<file path="src/design/uartPkg.sv">
//////////////////////////////
// shared definitions for the uart peripheral
// frame constants, fifo sizes, baud divisor
// apb register map and bus structs
// status word, rx event, serial fsm states
//////////////////////////////

`default_nettype none

package uartPkg;

	// frame format, 8N1
	localparam int dataBits   = 8;
	localparam int overSample = 16;	// ticks per bit, stop bit too

	// transmit fifo
	localparam int fifoDepth   = 16;
	localparam int fifoAddrLen = 4;
	localparam int fifoCntLen  = 5;	// holds 0..fifoDepth

	// baud divisor
	localparam int divLen = 16;
	localparam logic [divLen-1:0] divReset = 16'd3;	// one tick every 4 clocks

	// register map
	localparam int regAddrLen = 4;
	localparam logic [regAddrLen-1:0] addrData   = 4'h0;
	localparam logic [regAddrLen-1:0] addrStatus = 4'h4;
	localparam logic [regAddrLen-1:0] addrDiv    = 4'h8;

	// status word as seen over apb, msb first
	typedef struct packed {
		logic       txFull;
		logic       txEmpty;
		logic       txBusy;
		logic       rxValid;
		logic       rxOverrun;	// sticky
		logic       frameErr;	// sticky
		logic [1:0] reserved;	// read as zero
	} uartStatus_t;

	typedef struct packed {
		logic                  psel;
		logic                  penable;
		logic                  pwrite;
		logic [regAddrLen-1:0] paddr;
		logic [31:0]           pwdata;
	} apbReq_t;

	typedef struct packed {
		logic [31:0] prdata;
		logic        pready;
		logic        pslverr;
	} apbRsp_t;

	// one received frame, valid for a single cycle
	typedef struct packed {
		logic                valid;
		logic [dataBits-1:0] data;
		logic                frameErr;
	} rxEvent_t;

	// shared by the transmit and receive fsms
	typedef enum logic [1:0] {
		serIdle  = 2'b00,
		serStart = 2'b01,
		serData  = 2'b10,
		serStop  = 2'b11
	} serState_t;

endpackage

`default_nettype wire
</file>
<file path="src/design/uartTop.sv">
//////////////////////////////
// uart peripheral top level
// apb regs, baud gen, tx fifo
// transmitter and receiver
//////////////////////////////

`timescale 1ns/1ps
`default_nettype none

module uartTop (
	input  logic             clk,
	input  logic             reset,
	input  uartPkg::apbReq_t apbReq,
	output uartPkg::apbRsp_t apbRsp,
	output logic             tx,
	input  logic             rx
);

	logic                         fifoPush;
	logic [uartPkg::dataBits-1:0] fifoData;
	logic [uartPkg::dataBits-1:0] fifoHead;	// popped byte into the transmitter
	logic                         fifoEmpty;
	logic                         fifoFull;
	logic                         txStart;
	logic                         txDoneTick;	// fifo pop
	logic                         txBusy;
	logic                         sTick;
	logic [uartPkg::divLen-1:0]   divisor;
	logic                         divLoad;
	uartPkg::rxEvent_t            rxEvent;

	assign txStart = !fifoEmpty;

	uartApbRegs i_uartApbRegs (
		.clk       (clk),
		.reset     (reset),
		.apbReq    (apbReq),
		.apbRsp    (apbRsp),
		.fifoPush  (fifoPush),
		.fifoData  (fifoData),
		.fifoEmpty (fifoEmpty),
		.fifoFull  (fifoFull),
		.txBusy    (txBusy),
		.rxEvent   (rxEvent),
		.divisor   (divisor),
		.divLoad   (divLoad)
	);

	uartBaudGen i_uartBaudGen (
		.clk     (clk),
		.reset   (reset),
		.divisor (divisor),
		.divLoad (divLoad),
		.sTick   (sTick)
	);

	uartTxFifo i_uartTxFifo (
		.clk    (clk),
		.reset  (reset),
		.push   (fifoPush),
		.wrData (fifoData),
		.pop    (txDoneTick),
		.rdData (fifoHead),
		.empty  (fifoEmpty),
		.full   (fifoFull)
	);

	uartTrans i_uartTrans (
		.clk        (clk),
		.reset      (reset),
		.sTick      (sTick),
		.txStart    (txStart),
		.din        (fifoHead),
		.tx         (tx),
		.txDoneTick (txDoneTick),
		.busy       (txBusy)
	);

	uartRecv i_uartRecv (
		.clk     (clk),
		.reset   (reset),
		.sTick   (sTick),
		.rx      (rx),
		.rxEvent (rxEvent)
	);

endmodule

`default_nettype wire

</file>
<file path="src/design/uartApbRegs.sv">
//////////////////////////////
// apb slave register block
// data, status and divisor registers
// rx holding byte and sticky errors
//////////////////////////////

`timescale 1ns/1ps
`default_nettype none

module uartApbRegs (
	input  logic                         clk,
	input  logic                         reset,
	input  uartPkg::apbReq_t             apbReq,
	output uartPkg::apbRsp_t             apbRsp,
	output logic                         fifoPush,
	output logic [uartPkg::dataBits-1:0] fifoData,
	input  logic                         fifoEmpty,
	input  logic                         fifoFull,
	input  logic                         txBusy,
	input  uartPkg::rxEvent_t            rxEvent,
	output logic [uartPkg::divLen-1:0]   divisor,
	output logic                         divLoad
);

	uartPkg::uartStatus_t         status;
	uartPkg::uartStatus_t         clrMask;	// write-one-to-clear view of pwdata
	logic                         access, wrEn, rdEn;
	logic                         hitData, hitStatus, hitDiv;
	logic                         dataRead;
	logic [uartPkg::dataBits-1:0] rxData;
	logic                         rxValid, rxOverrun, frameErr;
	logic [31:0]                  prdata;

	//////////////////////////////
	// address and phase decode
	//////////////////////////////
	assign access    = apbReq.psel && apbReq.penable;	// access phase
	assign wrEn      = access && apbReq.pwrite;
	assign rdEn      = access && !apbReq.pwrite;
	assign hitData   = (apbReq.paddr == uartPkg::addrData);
	assign hitStatus = (apbReq.paddr == uartPkg::addrStatus);
	assign hitDiv    = (apbReq.paddr == uartPkg::addrDiv);
	assign dataRead  = rdEn && hitData;
	assign clrMask   = uartPkg::uartStatus_t'(apbReq.pwdata[7:0]);

	// fifo drops the byte itself when full
	assign fifoPush = wrEn && hitData;
	assign fifoData = apbReq.pwdata[uartPkg::dataBits-1:0];

	always_ff @(posedge clk or posedge reset)
	begin
		if (reset)
		begin
			divisor <= uartPkg::divReset;
			divLoad <= 1'b0;
		end
		else
		begin
			if (wrEn && hitDiv)
				divisor <= apbReq.pwdata[uartPkg::divLen-1:0];
			divLoad <= wrEn && hitDiv;	// baud gen restarts once divisor is in
		end
	end

	// holding byte, newest frame wins
	always_ff @(posedge clk)
	begin
		if (rxEvent.valid)
			rxData <= rxEvent.data;
	end

	always_ff @(posedge clk or posedge reset)
	begin
		if (reset)
		begin
			rxValid   <= 1'b0;
			rxOverrun <= 1'b0;
			frameErr  <= 1'b0;
		end
		else
		begin
			if (rxEvent.valid)
				rxValid <= 1'b1;
			else if (dataRead)
				rxValid <= 1'b0;

			// unread byte overwritten, set beats clear
			if (rxEvent.valid && rxValid && !dataRead)
				rxOverrun <= 1'b1;
			else if (wrEn && hitStatus && clrMask.rxOverrun)
				rxOverrun <= 1'b0;

			if (rxEvent.valid && rxEvent.frameErr)
				frameErr <= 1'b1;
			else if (wrEn && hitStatus && clrMask.frameErr)
				frameErr <= 1'b0;
		end
	end

	//////////////////////////////
	// status word and read mux
	//////////////////////////////
	always_comb
	begin
		status           = '0;
		status.txFull    = fifoFull;
		status.txEmpty   = fifoEmpty;
		status.txBusy    = txBusy;
		status.rxValid   = rxValid;
		status.rxOverrun = rxOverrun;
		status.frameErr  = frameErr;
	end

	always_comb
	begin
		prdata = '0;
		case (apbReq.paddr)
			uartPkg::addrData:   prdata[uartPkg::dataBits-1:0] = rxData;
			uartPkg::addrStatus: prdata[7:0] = status;
			uartPkg::addrDiv:    prdata[uartPkg::divLen-1:0] = divisor;
			default:             prdata = '0;	// unmapped
		endcase
	end

	assign apbRsp.prdata  = prdata;
	assign apbRsp.pready  = 1'b1;	// no wait states
	assign apbRsp.pslverr = access && !(hitData || hitStatus || hitDiv);

endmodule

`default_nettype wire

</file>
<file path="src/design/uartRecv.sv">
//////////////////////////////
// serial receiver, 16x oversampling
// rx synchronizer, mid-bit sampling
// framing error on a low stop bit
//////////////////////////////

`timescale 1ns/1ps
`default_nettype none

module uartRecv (
	input  logic              clk,
	input  logic              reset,
	input  logic              sTick,
	input  logic              rx,
	output uartPkg::rxEvent_t rxEvent
);

	logic                                   rxMeta, rxSync, rxPrev;
	logic                                   rxFall;	// start of a start bit
	uartPkg::serState_t                     stateReg, stateNext;
	logic [$clog2(uartPkg::overSample)-1:0] sReg, sNext;
	logic [$clog2(uartPkg::dataBits)-1:0]   nReg, nNext;
	logic [uartPkg::dataBits-1:0]           bReg, bNext;
	logic                                   evValid, validNext;
	logic                                   evErr, errNext;

	// two flop sync plus one for edge detect, idle high
	always_ff @(posedge clk or posedge reset)
	begin
		if (reset)
		begin
			rxMeta <= 1'b1;
			rxSync <= 1'b1;
			rxPrev <= 1'b1;
		end
		else
		begin
			rxMeta <= rx;
			rxSync <= rxMeta;
			rxPrev <= rxSync;
		end
	end

	assign rxFall = rxPrev && !rxSync;

	always_ff @(posedge clk or posedge reset)
	begin
		if (reset)
		begin
			stateReg <= uartPkg::serIdle;
			sReg     <= '0;
			nReg     <= '0;
			evValid  <= 1'b0;
			evErr    <= 1'b0;
		end
		else
		begin
			stateReg <= stateNext;
			sReg     <= sNext;
			nReg     <= nNext;
			evValid  <= validNext;
			evErr    <= errNext;
		end
	end

	always_ff @(posedge clk)
	begin
		bReg <= bNext;	// received byte, no reset
	end

	//////////////////////////////
	// receive fsm
	//////////////////////////////
	always_comb
	begin
		stateNext = stateReg;
		sNext     = sReg;
		nNext     = nReg;
		bNext     = bReg;
		validNext = 1'b0;
		errNext   = evErr;

		case (stateReg)
			uartPkg::serIdle:
				if (rxFall)
				begin
					stateNext = uartPkg::serStart;
					sNext     = '0;
				end

			uartPkg::serStart:
				if (sTick)
				begin
					if (sReg == (uartPkg::overSample / 2 - 1))	// middle of start bit
					begin
						sNext     = '0;
						nNext     = '0;
						// glitch if the line is back high
						stateNext = rxSync ? uartPkg::serIdle : uartPkg::serData;
					end
					else
						sNext = sReg + 1'b1;
				end

			uartPkg::serData:
				if (sTick)
				begin
					if (sReg == (uartPkg::overSample - 1))
					begin
						sNext = '0;
						bNext = {rxSync, bReg[uartPkg::dataBits-1:1]};	// lsb arrives first
						if (nReg == (uartPkg::dataBits - 1))
							stateNext = uartPkg::serStop;
						else
							nNext = nReg + 1'b1;
					end
					else
						sNext = sReg + 1'b1;
				end

			uartPkg::serStop:
				if (sTick)
				begin
					if (sReg == (uartPkg::overSample - 1))	// mid stop bit
					begin
						validNext = 1'b1;
						errNext   = !rxSync;	// stop must be high
						stateNext = uartPkg::serIdle;
					end
					else
						sNext = sReg + 1'b1;
				end

			default: stateNext = uartPkg::serIdle;
		endcase
	end

	assign rxEvent.valid    = evValid;
	assign rxEvent.data     = bReg;
	assign rxEvent.frameErr = evErr;

endmodule

`default_nettype wire

</file>
<file path="src/design/uartTrans.sv">
//////////////////////////////
// serial transmitter
// idle/start/data/stop fsm on 16x ticks
// lsb first 8N1, txDoneTick pops the fifo
//////////////////////////////

`timescale 1ns/1ps
`default_nettype none

module uartTrans (
	input  logic                         clk,
	input  logic                         reset,
	input  logic                         sTick,
	input  logic                         txStart,	// fifo not empty
	input  logic [uartPkg::dataBits-1:0] din,
	output logic                         tx,
	output logic                         txDoneTick,
	output logic                         busy
);

	uartPkg::serState_t                         stateReg, stateNext;
	logic [$clog2(uartPkg::overSample)-1:0]     sReg, sNext;	// tick count within a bit
	logic [$clog2(uartPkg::dataBits)-1:0]       nReg, nNext;	// data bit index
	logic [uartPkg::dataBits-1:0]               bReg, bNext;	// shift register
	logic                                       txReg, txNext;

	// control state
	always_ff @(posedge clk or posedge reset)
	begin
		if (reset)
		begin
			stateReg <= uartPkg::serIdle;
			sReg     <= '0;
			nReg     <= '0;
			txReg    <= 1'b1;	// line idles high
		end
		else
		begin
			stateReg <= stateNext;
			sReg     <= sNext;
			nReg     <= nNext;
			txReg    <= txNext;
		end
	end

	// payload shifter
	always_ff @(posedge clk)
	begin
		bReg <= bNext;
	end

	//////////////////////////////
	// next state
	//////////////////////////////
	always_comb
	begin
		stateNext  = stateReg;
		sNext      = sReg;
		nNext      = nReg;
		bNext      = bReg;
		txNext     = txReg;
		txDoneTick = 1'b0;

		case (stateReg)
			uartPkg::serIdle:
			begin
				txNext = 1'b1;
				if (txStart)
				begin
					txDoneTick = 1'b1;	// fifo pops this same cycle
					stateNext  = uartPkg::serStart;
					sNext      = '0;
				end
			end

			uartPkg::serStart:
			begin
				txNext = 1'b0;	// start bit
				bNext  = din;	// popped byte valid from here on
				if (sTick)
				begin
					if (sReg == (uartPkg::overSample - 1))
					begin
						stateNext = uartPkg::serData;
						sNext     = '0;
						nNext     = '0;
					end
					else
						sNext = sReg + 1'b1;
				end
			end

			uartPkg::serData:
			begin
				txNext = bReg[0];	// lsb first
				if (sTick)
				begin
					if (sReg == (uartPkg::overSample - 1))
					begin
						sNext = '0;
						bNext = bReg >> 1;
						if (nReg == (uartPkg::dataBits - 1))
							stateNext = uartPkg::serStop;
						else
							nNext = nReg + 1'b1;
					end
					else
						sNext = sReg + 1'b1;
				end
			end

			uartPkg::serStop:
			begin
				txNext = 1'b1;
				if (sTick)
				begin
					if (sReg == (uartPkg::overSample - 1))
						stateNext = uartPkg::serIdle;	// one idle cycle before next frame
					else
						sNext = sReg + 1'b1;
				end
			end

			default: stateNext = uartPkg::serIdle;
		endcase
	end

	assign tx   = txReg;
	assign busy = (stateReg != uartPkg::serIdle);

endmodule

`default_nettype wire

</file>
<file path="src/design/uartTxFifo.sv">
//////////////////////////////
// transmit fifo, 16 x 8 bit
// circular buffer with occupancy count
// rdData holds the byte last popped
//////////////////////////////

`timescale 1ns/1ps
`default_nettype none

module uartTxFifo (
	input  logic                         clk,
	input  logic                         reset,
	input  logic                         push,
	input  logic [uartPkg::dataBits-1:0] wrData,
	input  logic                         pop,
	output logic [uartPkg::dataBits-1:0] rdData,
	output logic                         empty,
	output logic                         full
);

	logic [uartPkg::dataBits-1:0]    mem [uartPkg::fifoDepth];
	logic [uartPkg::fifoAddrLen-1:0] wrPtr;
	logic [uartPkg::fifoAddrLen-1:0] rdPtr;
	logic [uartPkg::fifoCntLen-1:0]  count;	// entries in use
	logic                            doPush;
	logic                            doPop;

	assign empty  = (count == '0);
	assign full   = (count == uartPkg::fifoCntLen'(uartPkg::fifoDepth));
	assign doPop  = pop && !empty;	// pop on empty ignored
	assign doPush = push && (!full || doPop);	// full but draining this cycle is ok

	// storage and popped word
	always_ff @(posedge clk)
	begin
		if (doPush)
			mem[wrPtr] <= wrData;
		if (doPop)
			rdData <= mem[rdPtr];	// transmitter takes it next cycle
	end

	// pointers wrap naturally at fifoDepth
	always_ff @(posedge clk or posedge reset)
	begin
		if (reset)
		begin
			wrPtr <= '0;
			rdPtr <= '0;
			count <= '0;
		end
		else
		begin
			if (doPush)
				wrPtr <= wrPtr + 1'b1;
			if (doPop)
				rdPtr <= rdPtr + 1'b1;

			case ({doPush, doPop})
				2'b10:   count <= count + 1'b1;
				2'b01:   count <= count - 1'b1;
				default: count <= count;	// none, or both at once
			endcase
		end
	end

endmodule

`default_nettype wire

</file>
<file path="src/design/uartBaudGen.sv">
//////////////////////////////
// programmable baud tick generator
// one clk wide oversampling tick
//////////////////////////////

`timescale 1ns/1ps
`default_nettype none

module uartBaudGen (
	input  logic                       clk,
	input  logic                       reset,
	input  logic [uartPkg::divLen-1:0] divisor,
	input  logic                       divLoad,	// divisor just rewritten
	output logic                       sTick
);

	logic [uartPkg::divLen-1:0] cnt;	// down-counter, tick at zero

	always_ff @(posedge clk or posedge reset)
	begin
		if (reset)
		begin
			cnt   <= uartPkg::divReset;
			sTick <= 1'b0;
		end
		else if (divLoad)
		begin
			cnt   <= divisor;	// restart cleanly at the new rate
			sTick <= 1'b0;
		end
		else if (cnt == '0)
		begin
			cnt   <= divisor;
			sTick <= 1'b1;	// every divisor+1 clocks
		end
		else
		begin
			cnt   <= cnt - 1'b1;
			sTick <= 1'b0;
		end
	end

endmodule

`default_nettype wire

</file>
<file path="config.mk">
export PLATFORM = sky130hd
export DESIGN_NAME = uartTop
export DESIGN_NICKNAME = d
export VERILOG_FILES = /design/src/design/uartPkg.sv /design/src/design/uartTop.sv /design/src/design/uartApbRegs.sv /design/src/design/uartRecv.sv /design/src/design/uartTrans.sv /design/src/design/uartTxFifo.sv /design/src/design/uartBaudGen.sv
export SDC_FILE = /design/constraint.sdc
export NUM_CORES = 1
export LEC_CHECK = 0
export ABC_AREA = 1
export BUFFER_PORTS_ARGS = -buffer_cell sky130_fd_sc_hd__buf_2
export CELL_PAD_IN_SITES_DETAIL_PLACEMENT = 0
export CELL_PAD_IN_SITES_GLOBAL_PLACEMENT = 2
export CORE_ASPECT_RATIO = 1.25
export CORE_MARGIN = 4
export CORE_UTILIZATION = 39
export CTS_CLUSTER_SIZE = 12
export DETAILED_ROUTE_END_ITERATION = 16
export HOLD_SLACK_MARGIN = 0.03
export PLACE_DENSITY = 0.83
export SKIP_LAST_GASP = 1
export SLEW_MARGIN = 10
export SYNTH_ARGS = -nofsm -noshare
export SYNTH_HDL_FRONTEND = slang
export SYNTH_HIERARCHICAL = 1
export SYNTH_SLANG_ARGS = --single-unit
export TNS_END_PERCENT = 50
</file>
<file path="constraint.sdc">
create_clock -name clk -period 3.1 [get_ports clk]
set_input_delay 0.31 -clock clk [delete_from_list [all_inputs] [get_ports clk]]
set_output_delay 0.31 -clock clk [all_outputs]
set_load 0.01 [all_outputs]
</file>
==> impl_metrics.tcl, run 1 <==
set metrics [dict create \
    status "finished, final reports clean" \
    worstSetupEndpointType "register" \
    cts_max_level 1 \
    leakage_nw 5.06 \
    die_x_um 158 \
    min_from "apbReq[38]" \
    synth_top_area_share_pct 43.7 \
    finalMaxSlewViolations 0 \
    rows 68 \
    pin_count 77 \
    num_antenna_cells 0 \
    wl_per_cell_um 15.6 \
    clkTransAtPathRegs_ns 0.06 \
    clock-sinks 234 \
    layout_min_cycle_time_ns 2.55 \
    arrival_ns 2.96 \
    fin_cells 1513 \
    r2r-start "i_uartTrans/stateReg[0]$_DFFE_PP0P_" \
    grt_max_degree 71 \
    register_area_um2 6670 \
    detail-route-antenna-nets 0 \
    gp_congestion 0.762 \
    synth.largest_area_cell "edfxtp_1" \
    io_buffer_count 43 \
    grt_pass1_vias 7056 \
    hold_viol_final 0 \
    coreArea_um2 27700 \
    vias 7252 \
    layout_commonest_cell "nand2_1" \
    crit_type "reg -> reg" \
    setup_viol 0 \
    drt-vias-per-instance 4.79 \
    die-area_um2 31000 \
    initial_utilization_pct 39.7 \
    cts_root_buf "clkbuf_16" \
    netlist_area_um2 11000 \
    min_path_type "in -> reg" \
    synth.area.top_cells "edfxtp_1, dfrtp_1, nand2_1" \
    syn_inst 1085 \
    route.detailed.drc 0 \
    numCtsBuffers 25 \
    dp.cells 1459 \
    tritoncts "done" \
    cp-start-kind "register" \
    n_fill_cell 2654 \
    layout_common_cells "nand2_1, nor2_1, edfxtp_1" \
    relSlewSlack_pct 44.2 \
    antenna_found_initial 0 \
    avgSynthCellArea_um2 10.1 \
    fmax_mhz 392 \
    hpwl_um 16000 \
    rsz0062_at_grt "no" \
    finalCritPeriodShare_pct 82.3 \
    dieHeight_um 196 \
    clk_path_buf_depth 3 \
    dr.pass1.iters 5 \
    ys_ff_latch 234 \
    powerDensity_nw_per_um2 635 \
    layout-drive-gt1-share_pct 15.1 \
    worst_pin_slew_ns 0.837 \
    totalWireLength_um 23500 \
    ir_worst_vdd_v 0.000403 \
    multi_input_area_um2 3630 \
    areaGrowthSynthToFinish_pct 12.1 \
    yosys_warnings 6 \
    grt_usage_pct 15.3 \
    cts-resized-gates 0 \
    drt_iter0_drc 440 \
    synth_cell_types 47 \
    setup_tns_ns 0 \
    clock_latency_ns 0.51 \
    startpoint "i_uartTrans/stateReg[0]$_DFFE_PP0P_" \
    yosysSeqAreaShare_pct 60.6 \
    fin_worst_skew_ns 0.0106 \
    fin_nets 1210 \
    worstPathRequired_ns 3.51 \
    grt_first_pass_wirelength_um 37900 \
    worst-path-max-fanout 12 \
    drv_cap 0 \
    fin_util_pct 44.5 \
    overflow 0 \
]
## metrics by stage
step	cell area, µm²	total power (W)	setup WS, ns	hold slack, ns
after floorplan	11100	0.00479	0.884	0.149
after global placement	11500	0.00502	0.550	0.345
after detailed placement	11500	0.00503	0.546	0.353
after CTS	12300	0.00794	0.531	0.155
after global routing	12300	0.00829	0.227	0.174
final	12300	0.00784	0.549	0.173
## registers in the layout, summed over array words and instances (netlist names), 2 cells and up, named ones only
signal	count
i_uartTrans/stateReg	2
i_uartTrans/nReg	3
i_uartRecv/nReg	3
i_uartApbRegs/rxData	8
i_uartTxFifo/count	5
i_uartRecv/bReg	8
i_uartApbRegs/divisor	16
i_uartTxFifo/rdData	8
i_uartBaudGen/cnt	16
i_uartTxFifo/mem	128
i_uartTxFifo/rdPtr	4
i_uartTrans/sReg	4
i_uartTrans/bReg	8
i_uartRecv/sReg	4
i_uartTxFifo/wrPtr	4
## final timing paths
path	to	slack [ns]	cells past startpoint
worst max-delay path	i_uartTxFifo/count[4]$_DFFE_PP0P_	0.55	15
worst min-delay path	i_uartApbRegs/rxOverrun$_DFFE_PP0P_	0.17	4
worst max register to register	i_uartTxFifo/count[4]$_DFFE_PP0P_	0.55	15
worst min register to register	i_uartRecv/rxSync$_DFF_PP1_	0.36	0
max in group asynchronous	i_uartApbRegs/divisor[9]$_DFFE_PP0P_	2.00	3
min in group asynchronous	i_uartTrans/sReg[1]$_DFFE_PP0P_	0.41	3
## routing by layer
layer  GRT usage, %  vias up  wire length, µm
met5              0        -                0
met4           3.48        0              389
met3           2.23       27              889
met2           26.0      113            11800
met1           20.6     3432            10500
li1               -     3680                -
## area by class of cell
cell class / instances / share of cell area, %
sequential: 234 / 54.1
inverter: 87 / 2.71
clock buffer: 40 / 5.70
multi-input combinational: 722 / 29.4
tap: 350 / 3.55
clock inverter: 4 / 0.599
timing repair buffer: 76 / 3.96
## where the power goes
part / internal [W] / switching (W) / leakage (nW)
registers: 0.00359 / 0.000265 / 2.35
clock network: 0.00172 / 0.00116 / 0.374
logic: 0.000420 / 0.000687 / 2.34
total: 0.00573 / 0.00211 / 5.06
## Yosys cell counts (all sizes together)
cell and n:
xnor2 4, fa 1, nand3b 2, nand3 68, or2 3, o211ai 33
ha 21, inv 85, o21ai 89, nor2 182, o21bai 4, nor3 3
conb 2, buf 51, xor2 11, dfstp 8, clkinv 2, dfrtp 66
nand2 266, nand4 1, a21oi 16, edfxtp 160, clkbuf 6, mux2i 1
## worst max-delay path: stages (launching register included)
cell and delay, ns:
dfrtp_1 0.41, inv_1 0.12, ha_1 0.25, nand2_1 0.07, inv_1 0.13, nand2_4 0.09, inv_2 0.23, nand2_2 0.13
inv_1 0.16, ha_1 0.29, a21oi_1 0.21, nand3_1 0.09, nand2_1 0.09, nand3_1 0.07, nand2_1 0.07, inv_1 0.03
## cell families after synthesis
family,count (synthesis),synth area share [%]
compound gates,142,7.47
simple gates,525,21.0
buf+inv,144,6.97
fa+ha+maj,22,2.57
mux,1,0.0909
flops,234,60.6
other cells,2,0.0682
xor+xnor,15,1.26
## what timing repair did
| item | 4_1_cts | 5_1_grt |
|---|---|---|
| buffers inserted | 0 | 0 |
| endpoints found under the hold margin | 57 | 0 |
| hold buffers | 10 | 0 |
No activity file was read; power rests on OpenSTA's default activity.
==> run 2: changes to the inputs <==
--- a/config.mk
+++ b/config.mk
@@ -11,11 +11,11 @@
 export CELL_PAD_IN_SITES_GLOBAL_PLACEMENT = 2
 export CORE_ASPECT_RATIO = 1.25
 export CORE_MARGIN = 4
-export CORE_UTILIZATION = 39
+export CORE_UTILIZATION = 36
 export CTS_CLUSTER_SIZE = 12
 export DETAILED_ROUTE_END_ITERATION = 16
 export HOLD_SLACK_MARGIN = 0.03
-export PLACE_DENSITY = 0.83
+export PLACE_DENSITY = 0.81
 export SKIP_LAST_GASP = 1
 export SLEW_MARGIN = 10
 export SYNTH_ARGS = -nofsm -noshare
==> constraint.sdc (replaced) <==
create_clock -name clk -period 2.2 [get_ports clk]
set_input_delay 0.22 -clock clk [delete_from_list [all_inputs] [get_ports clk]]
set_output_delay 0.22 -clock clk [all_outputs]
set_load 0.01 [all_outputs]
==> run 2 against run 1 <==
Sequential power up 41%; wire length up 4.3%; clock power up 56%.
==> impl_metrics.tcl, run 2 (same netlist as run 1, synthesis figures left out) <==
set metrics [dict create \
    status "finished, final reports clean" \
    reg_top3 "i_uartTxFifo/mem (128), i_uartApbRegs/divisor (16), i_uartBaudGen/cnt (16)" \
    worstPathRequired_ns 2.35 \
    layout-drive-gt1-share_pct 19.1 \
    dieHeight_um 203 \
    totalWireLength_um 24600 \
    n_fill_cell 2885 \
    fin_util_pct 42.5 \
    ir_worst_vdd_v 0.000712 \
    powerDensity_nw_per_um2 911 \
    grt_first_pass_wirelength_um 39600 \
    drv_cap 0 \
    grt_usage_pct 15.0 \
    r2r-start "i_uartTrans/stateReg[0]$_DFFE_PP0P_" \
    p_total_w 0.0117 \
    largest_reg_flops 128 \
    finalMaxSlewViolations 0 \
    areaGrowthSynthToFinish_pct 16.2 \
    holdPathStages 3 \
    detail-route-antenna-nets 0 \
    clock-sinks 234 \
    fin_nets 1230 \
    fmax_mhz 462 \
    layout_commonest_cell "nand2_1" \
    min_from "apbReq[0]" \
    arrival_ns 2.31 \
    clk_path_buf_depth 3 \
    finalCritPeriodShare_pct 98.3 \
    die-area_um2 33500 \
    layout_common_cells "nand2_1, edfxtp_1, nor2_1" \
    die_x_um 164 \
    cts_root_buf "clkbuf_16" \
    numCtsBuffers 26 \
    tritoncts "done" \
    clock_latency_ns 0.53 \
    initial_utilization_pct 36.5 \
    hold_path_end "i_uartApbRegs/divisor[0]$_DFFE_PP1P_" \
    leakage_nw 5.21 \
    hold_viol_final 0 \
    finalInstanceArea_um2 12800 \
    overflow 0 \
    vias 7386 \
    pin_count 77 \
    worst_pin_slew_ns 0.788 \
    grt_max_degree 38 \
    antenna_found_initial 0 \
    cts_max_level 1 \
    io_buffer_count 43 \
    regMostFlops "i_uartTxFifo/mem" \
    rsz0062_at_grt "yes" \
    coreArea_um2 30100 \
    min_path_type "in -> reg" \
    crit_type "reg -> reg" \
    num_antenna_cells 0 \
    worst-r2r-cell-count 8 \
    hpwl_um 17000 \
    drt_iter0_drc 496 \
    grt_pass1_vias 7418 \
    fin_worst_skew_ns 0.0211 \
    timing.rr.end "i_uartTxFifo/mem[6][3]$_DFFE_PP_" \
    cp-start-kind "register" \
    rows 71 \
    worstSetupEndpointType "register" \
    rrSetupSlack_ns 0.04 \
    dr.pass1.iters 5 \
    worst-path-max-fanout 8 \
    dpl_cell_area_um2 11700 \
    wl_per_cell_um 15.5 \
    clkTransAtPathRegs_ns 0.06 \
    whs_ns 0.100 \
    layout_min_cycle_time_ns 2.16 \
    route.detailed.drc 0 \
    gp_congestion 0.751 \
    relSlewSlack_pct 47.4 \
    drt-vias-per-instance 4.65 \
    setup_tns_ns 0 \
    setup_viol 0 \
]
==> run 2: changes by cell type in the layout (fill, tap and decap cells not counted), moves of 3 or more <==
cell      change
nor2_1       -12
nand3_2       +4
nor2_4        +3
clkbuf_1      -3
buf_4        +17
nand3_1       -4
nor2_2        +9
inv_1         -4
==> run 2: area by class of cell <==
| class | count | area, µm² | area share [%] |
|---|---|---|---|
| Multi-Input combinational cell | 722 | 3740 | 29.2 |
| Tap cell | 401 | 502 | 3.92 |
| Timing Repair Buffer | 95 | 656 | 5.13 |
| Sequential cell | 234 | 6670 | 52.1 |
| Clock inverter | 8 | 145 | 1.13 |
| Inverter | 87 | 342 | 2.67 |
| Clock buffer | 40 | 744 | 5.82 |
==> run 2: what timing repair did <==
action                                  CTS  global route
gates cloned                              0             0
gates resized for setup                   3            26
hold endpoints to repair                 75             0
endpoints found under the setup margin   67           130
pin swaps                                 0             9
hold buffers                             10             0
buffers inserted                          0             2
==> run 2: worst max path at each step <==
stage	cells after the start	startpoint	slack [ns]	end
floorplan	17	i_uartTxFifo/count[0]$_DFFE_PP0P_	0.03	i_uartTxFifo/count[4]$_DFFE_PP0P_
global placement	9	apbReq[33]	-0.10	i_uartTxFifo/mem[9][0]$_DFFE_PP_
detailed placement	9	apbReq[33]	-0.15	i_uartTxFifo/mem[9][1]$_DFFE_PP_
CTS	8	i_uartTrans/stateReg[0]$_DFFE_PP0P_	-0.04	i_uartTxFifo/mem[4][2]$_DFFE_PP_
global route	8	i_uartTrans/stateReg[1]$_DFFE_PP0P_	-0.13	i_uartTxFifo/mem[6][3]$_DFFE_PP_
finish	8	i_uartTrans/stateReg[0]$_DFFE_PP0P_	0.04	i_uartTxFifo/mem[6][3]$_DFFE_PP_
==> run 2: routing by layer <==
layer	global-route usage (%)	routed length, µm	vias up
met3	1.74	777	33
met1	19.4	10500	3514
met4	3.45	431	0
li1	-	-	3735
met5	0	0	-
met2	26.9	12900	104
==> run 2: power breakdown <==
part           switching (W)  leakage [nW]  internal (W)
combinational        0.00106          2.43      0.000697
clock                0.00168         0.428       0.00280
sequential          0.000363          2.35       0.00506
==> run 2: metrics by stage <==
stage / instances / worst slack [ns]
after CTS: 1585 / -0.0389
after detailed placement: 1527 / -0.154
after global routing: 1587 / -0.133
after global placement: 1527 / -0.102
final: 1587 / 0.0376
after floorplan: 1100 / 0.0319
==> run 2: worst max-delay path: stages (launching register included) <==
cell and delay (ns):
dfrtp_1 0.37, inv_1 0.08, ha_1 0.27, nand2_2 0.07
inv_2 0.07, o21ai_2 0.07, inv_2 0.10, nand2_1 0.20
nor2_1 0.54
==> run 3: changes to the inputs <==
--- a/config.mk
+++ b/config.mk
@@ -6,6 +6,7 @@
 export NUM_CORES = 1
 export LEC_CHECK = 0
 export ABC_AREA = 1
+export ABC_CLOCK_PERIOD_IN_PS = 2200
 export BUFFER_PORTS_ARGS = -buffer_cell sky130_fd_sc_hd__buf_2
 export CELL_PAD_IN_SITES_DETAIL_PLACEMENT = 0
 export CELL_PAD_IN_SITES_GLOBAL_PLACEMENT = 2
@@ -17,7 +18,7 @@
 export HOLD_SLACK_MARGIN = 0.03
 export PLACE_DENSITY = 0.81
 export SKIP_LAST_GASP = 1
-export SLEW_MARGIN = 10
+export SLEW_MARGIN = 15
 export SYNTH_ARGS = -nofsm -noshare
 export SYNTH_HDL_FRONTEND = slang
 export SYNTH_HIERARCHICAL = 1
==> constraint.sdc (replaced) <==
create_clock -name clk -period 2.2 [get_ports clk]
set_input_delay 0.44 -clock clk [delete_from_list [all_inputs] [get_ports clk]]
set_output_delay 0.44 -clock clk [all_outputs]
set_load 0.01 [all_outputs]
==> run 3 against run 2 <==
Die area stayed put; cell area is 0.67% lower; worst hold slack better by 0.0065 ns; total power is 1.5% lower; critical path depth is 1 lower; global-route usage is 0.32 points lower; sequential share of layout area is 0.36 points higher; flip-flop and latch count stayed put; clock skew is 0.012 ns lower; core utilization is 0.28 points lower; via count is 0.14% lower; fmax is 5.7% higher; critical path type is now reg -> out.
==> impl_metrics.tcl, run 3 (same netlist as run 1, synthesis figures left out) <==
set metrics [dict create \
    status "finished, final reports clean" \
    grt_max_degree 71 \
    tritoncts "done" \
    rrSetupSlack_ns 0.18 \
    clock-sinks 234 \
    dpl_cell_area_um2 11700 \
    layout_min_cycle_time_ns 2.05 \
    relSlewSlack_pct 53.2 \
    min_path_type "in -> reg" \
    rows 71 \
    p_seq_share_pct 47.3 \
    finalInstanceArea_um2 12700 \
    fin_worst_skew_ns 0.00862 \
    route.detailed.drc 0 \
    dieHeight_um 203 \
    worst-path-max-fanout 3 \
    ir_worst_vdd_v 0.000484 \
    gp_congestion 0.743 \
    p_switching_w 0.00306 \
    initial_utilization_pct 36.5 \
    grt_pass1_vias 7308 \
    drv_cap 0 \
    powerDensity_nw_per_um2 903 \
    pwr-share-comb_pct 14.9 \
    cts_max_level 1 \
    intPower_w 0.00842 \
    hold_viol_final 0 \
    num_antenna_cells 0 \
    dr.pass1.iters 5 \
    finalMaxSlewViolations 0 \
    worstSetupEndpointType "output port" \
    numCtsBuffers 26 \
    hpwl_um 16600 \
    antenna_found_initial 0 \
    critical_path.endpoint "apbRsp[9]" \
    leakage_nw 5.22 \
    grt_first_pass_wirelength_um 39000 \
    timing.rr.end "i_uartTxFifo/count[4]$_DFFE_PP0P_" \
    cp-start-kind "register" \
    detail-route-antenna-nets 0 \
    clk_path_buf_depth 3 \
    coreArea_um2 30100 \
    startpoint "i_uartTxFifo/count[2]$_DFFE_PP0P_" \
    overflow 0 \
    p_sw_share_pct 26.6 \
    cts_root_buf "clkbuf_16" \
    clock_latency_ns 0.53 \
    n_fill_cell 2912 \
    io_buffer_count 43 \
    grt_usage_pct 14.7 \
    largest_reg_flops 128 \
    wl_per_cell_um 15.2 \
    crit_type "reg -> out" \
    regMostFlops "i_uartTxFifo/mem" \
    fmax_mhz 489 \
    vias 7376 \
    layout_common_cells "nand2_1, nor2_1, edfxtp_1" \
    fin_nets 1232 \
    finalCritPeriodShare_pct 93.0 \
    areaGrowthSynthToFinish_pct 15.4 \
    worst_pin_slew_ns 0.697 \
    worst-r2r-cell-count 17 \
    setup_viol 0 \
    totalWireLength_um 24100 \
    clkPwrFrac_pct 37.8 \
    die_x_um 164 \
    layout-drive-gt1-share_pct 18.5 \
    fin_util_pct 42.2 \
    pin_count 77 \
    r2r-start "i_uartTxFifo/count[3]$_DFFE_PP0P_" \
    reg_top3 "i_uartTxFifo/mem (128), i_uartApbRegs/divisor (16), i_uartBaudGen/cnt (16)" \
    clkTransAtPathRegs_ns 0.06 \
    arrival_ns 1.61 \
    die-area_um2 33500 \
    drt_iter0_drc 402 \
    layout_commonest_cell "nand2_1" \
    drt-vias-per-instance 4.64 \
    worstPathRequired_ns 1.76 \
]
==> run 3: area by class of cell <==
| class | instances | area, µm² | share of cell area [%] |
|---|---|---|---|
| clock buffers | 39 | 741 | 5.83 |
| clock inverters | 8 | 120 | 0.945 |
| inverters | 87 | 334 | 2.63 |
| multi-input cells | 722 | 3700 | 29.1 |
| flip-flops and latches | 234 | 6670 | 52.5 |
| well taps | 401 | 502 | 3.95 |
| repair buffers | 97 | 638 | 5.02 |
==> run 3: through the flow <==
step	std cells	TNS [ns]	hold slack (ns)	worst slack [ns]	power, W
finish	1588	0	0.107	0.154	0.0115
CTS	1583	0	0.0795	0.0301	0.0116
global route	1588	-0.0177	0.0894	-0.0177	0.0121
detailed placement	1534	0	0.349	0.0319	0.00718
global placement	1534	0	0.346	0.0310	0.00717
floorplan	1100	0	0.279	0.0332	0.00676
==> run 3: worst min-delay path by stage <==
stage                                      startpoint                               endpoint  slack [ns]  cells after the start
after floorplan                                 reset        i_uartTrans/nReg[0]$_DFFE_PP0P_        0.28                      1
after global placement    i_uartRecv/rxMeta$_DFF_PP1_            i_uartRecv/rxSync$_DFF_PP1_        0.35                      0
after detailed placement  i_uartRecv/rxMeta$_DFF_PP1_            i_uartRecv/rxSync$_DFF_PP1_        0.35                      0
after CTS                                  apbReq[10]  i_uartApbRegs/divisor[10]$_DFFE_PP0P_        0.08                      3
after global routing                       apbReq[10]  i_uartApbRegs/divisor[10]$_DFFE_PP0P_        0.09                      3
final                                      apbReq[10]  i_uartApbRegs/divisor[10]$_DFFE_PP0P_        0.11                      3
==> run 3: power groups by stage <==
| stage | Clock [W] | Combinational [W] | Sequential (W) |
|---|---|---|---|
| final | 0.00434 | 0.00171 | 0.00543 |
| after global routing | 0.00466 | 0.00200 | 0.00548 |
| after CTS | 0.00449 | 0.00169 | 0.00542 |
| after detailed placement | 0 | 0.00167 | 0.00550 |
| after global placement | 0 | 0.00167 | 0.00550 |
| after floorplan | 0 | 0.00135 | 0.00541 |
==> run 3: metal layers <==
metal	global-route usage, %	routed length, µm	up-vias
li1	-	-	3736
met1	18.9	10300	3514
met2	25.6	12300	92
met3	2.30	1020	34
met4	4.16	472	0
met5	0	0	-
==> run 3: repair_timing <==
item / in CTS / in global routing
resized for setup: 0 / 7
hold buffers: 2 / 0
hold endpoints to repair: 28 / 0
setup buffers: 0 / 5
endpoints found under the setup margin: 0 / 4
==> run 3: worst max-delay path: stages, from the launching register on <==
cell,delay [ns]
dfrtp_2,0.43
nor2_4,0.10
buf_4,0.12
nand3_2,0.09
inv_1,0.07
nand2_1,0.05
nand3_1,0.07
buf_2,0.14
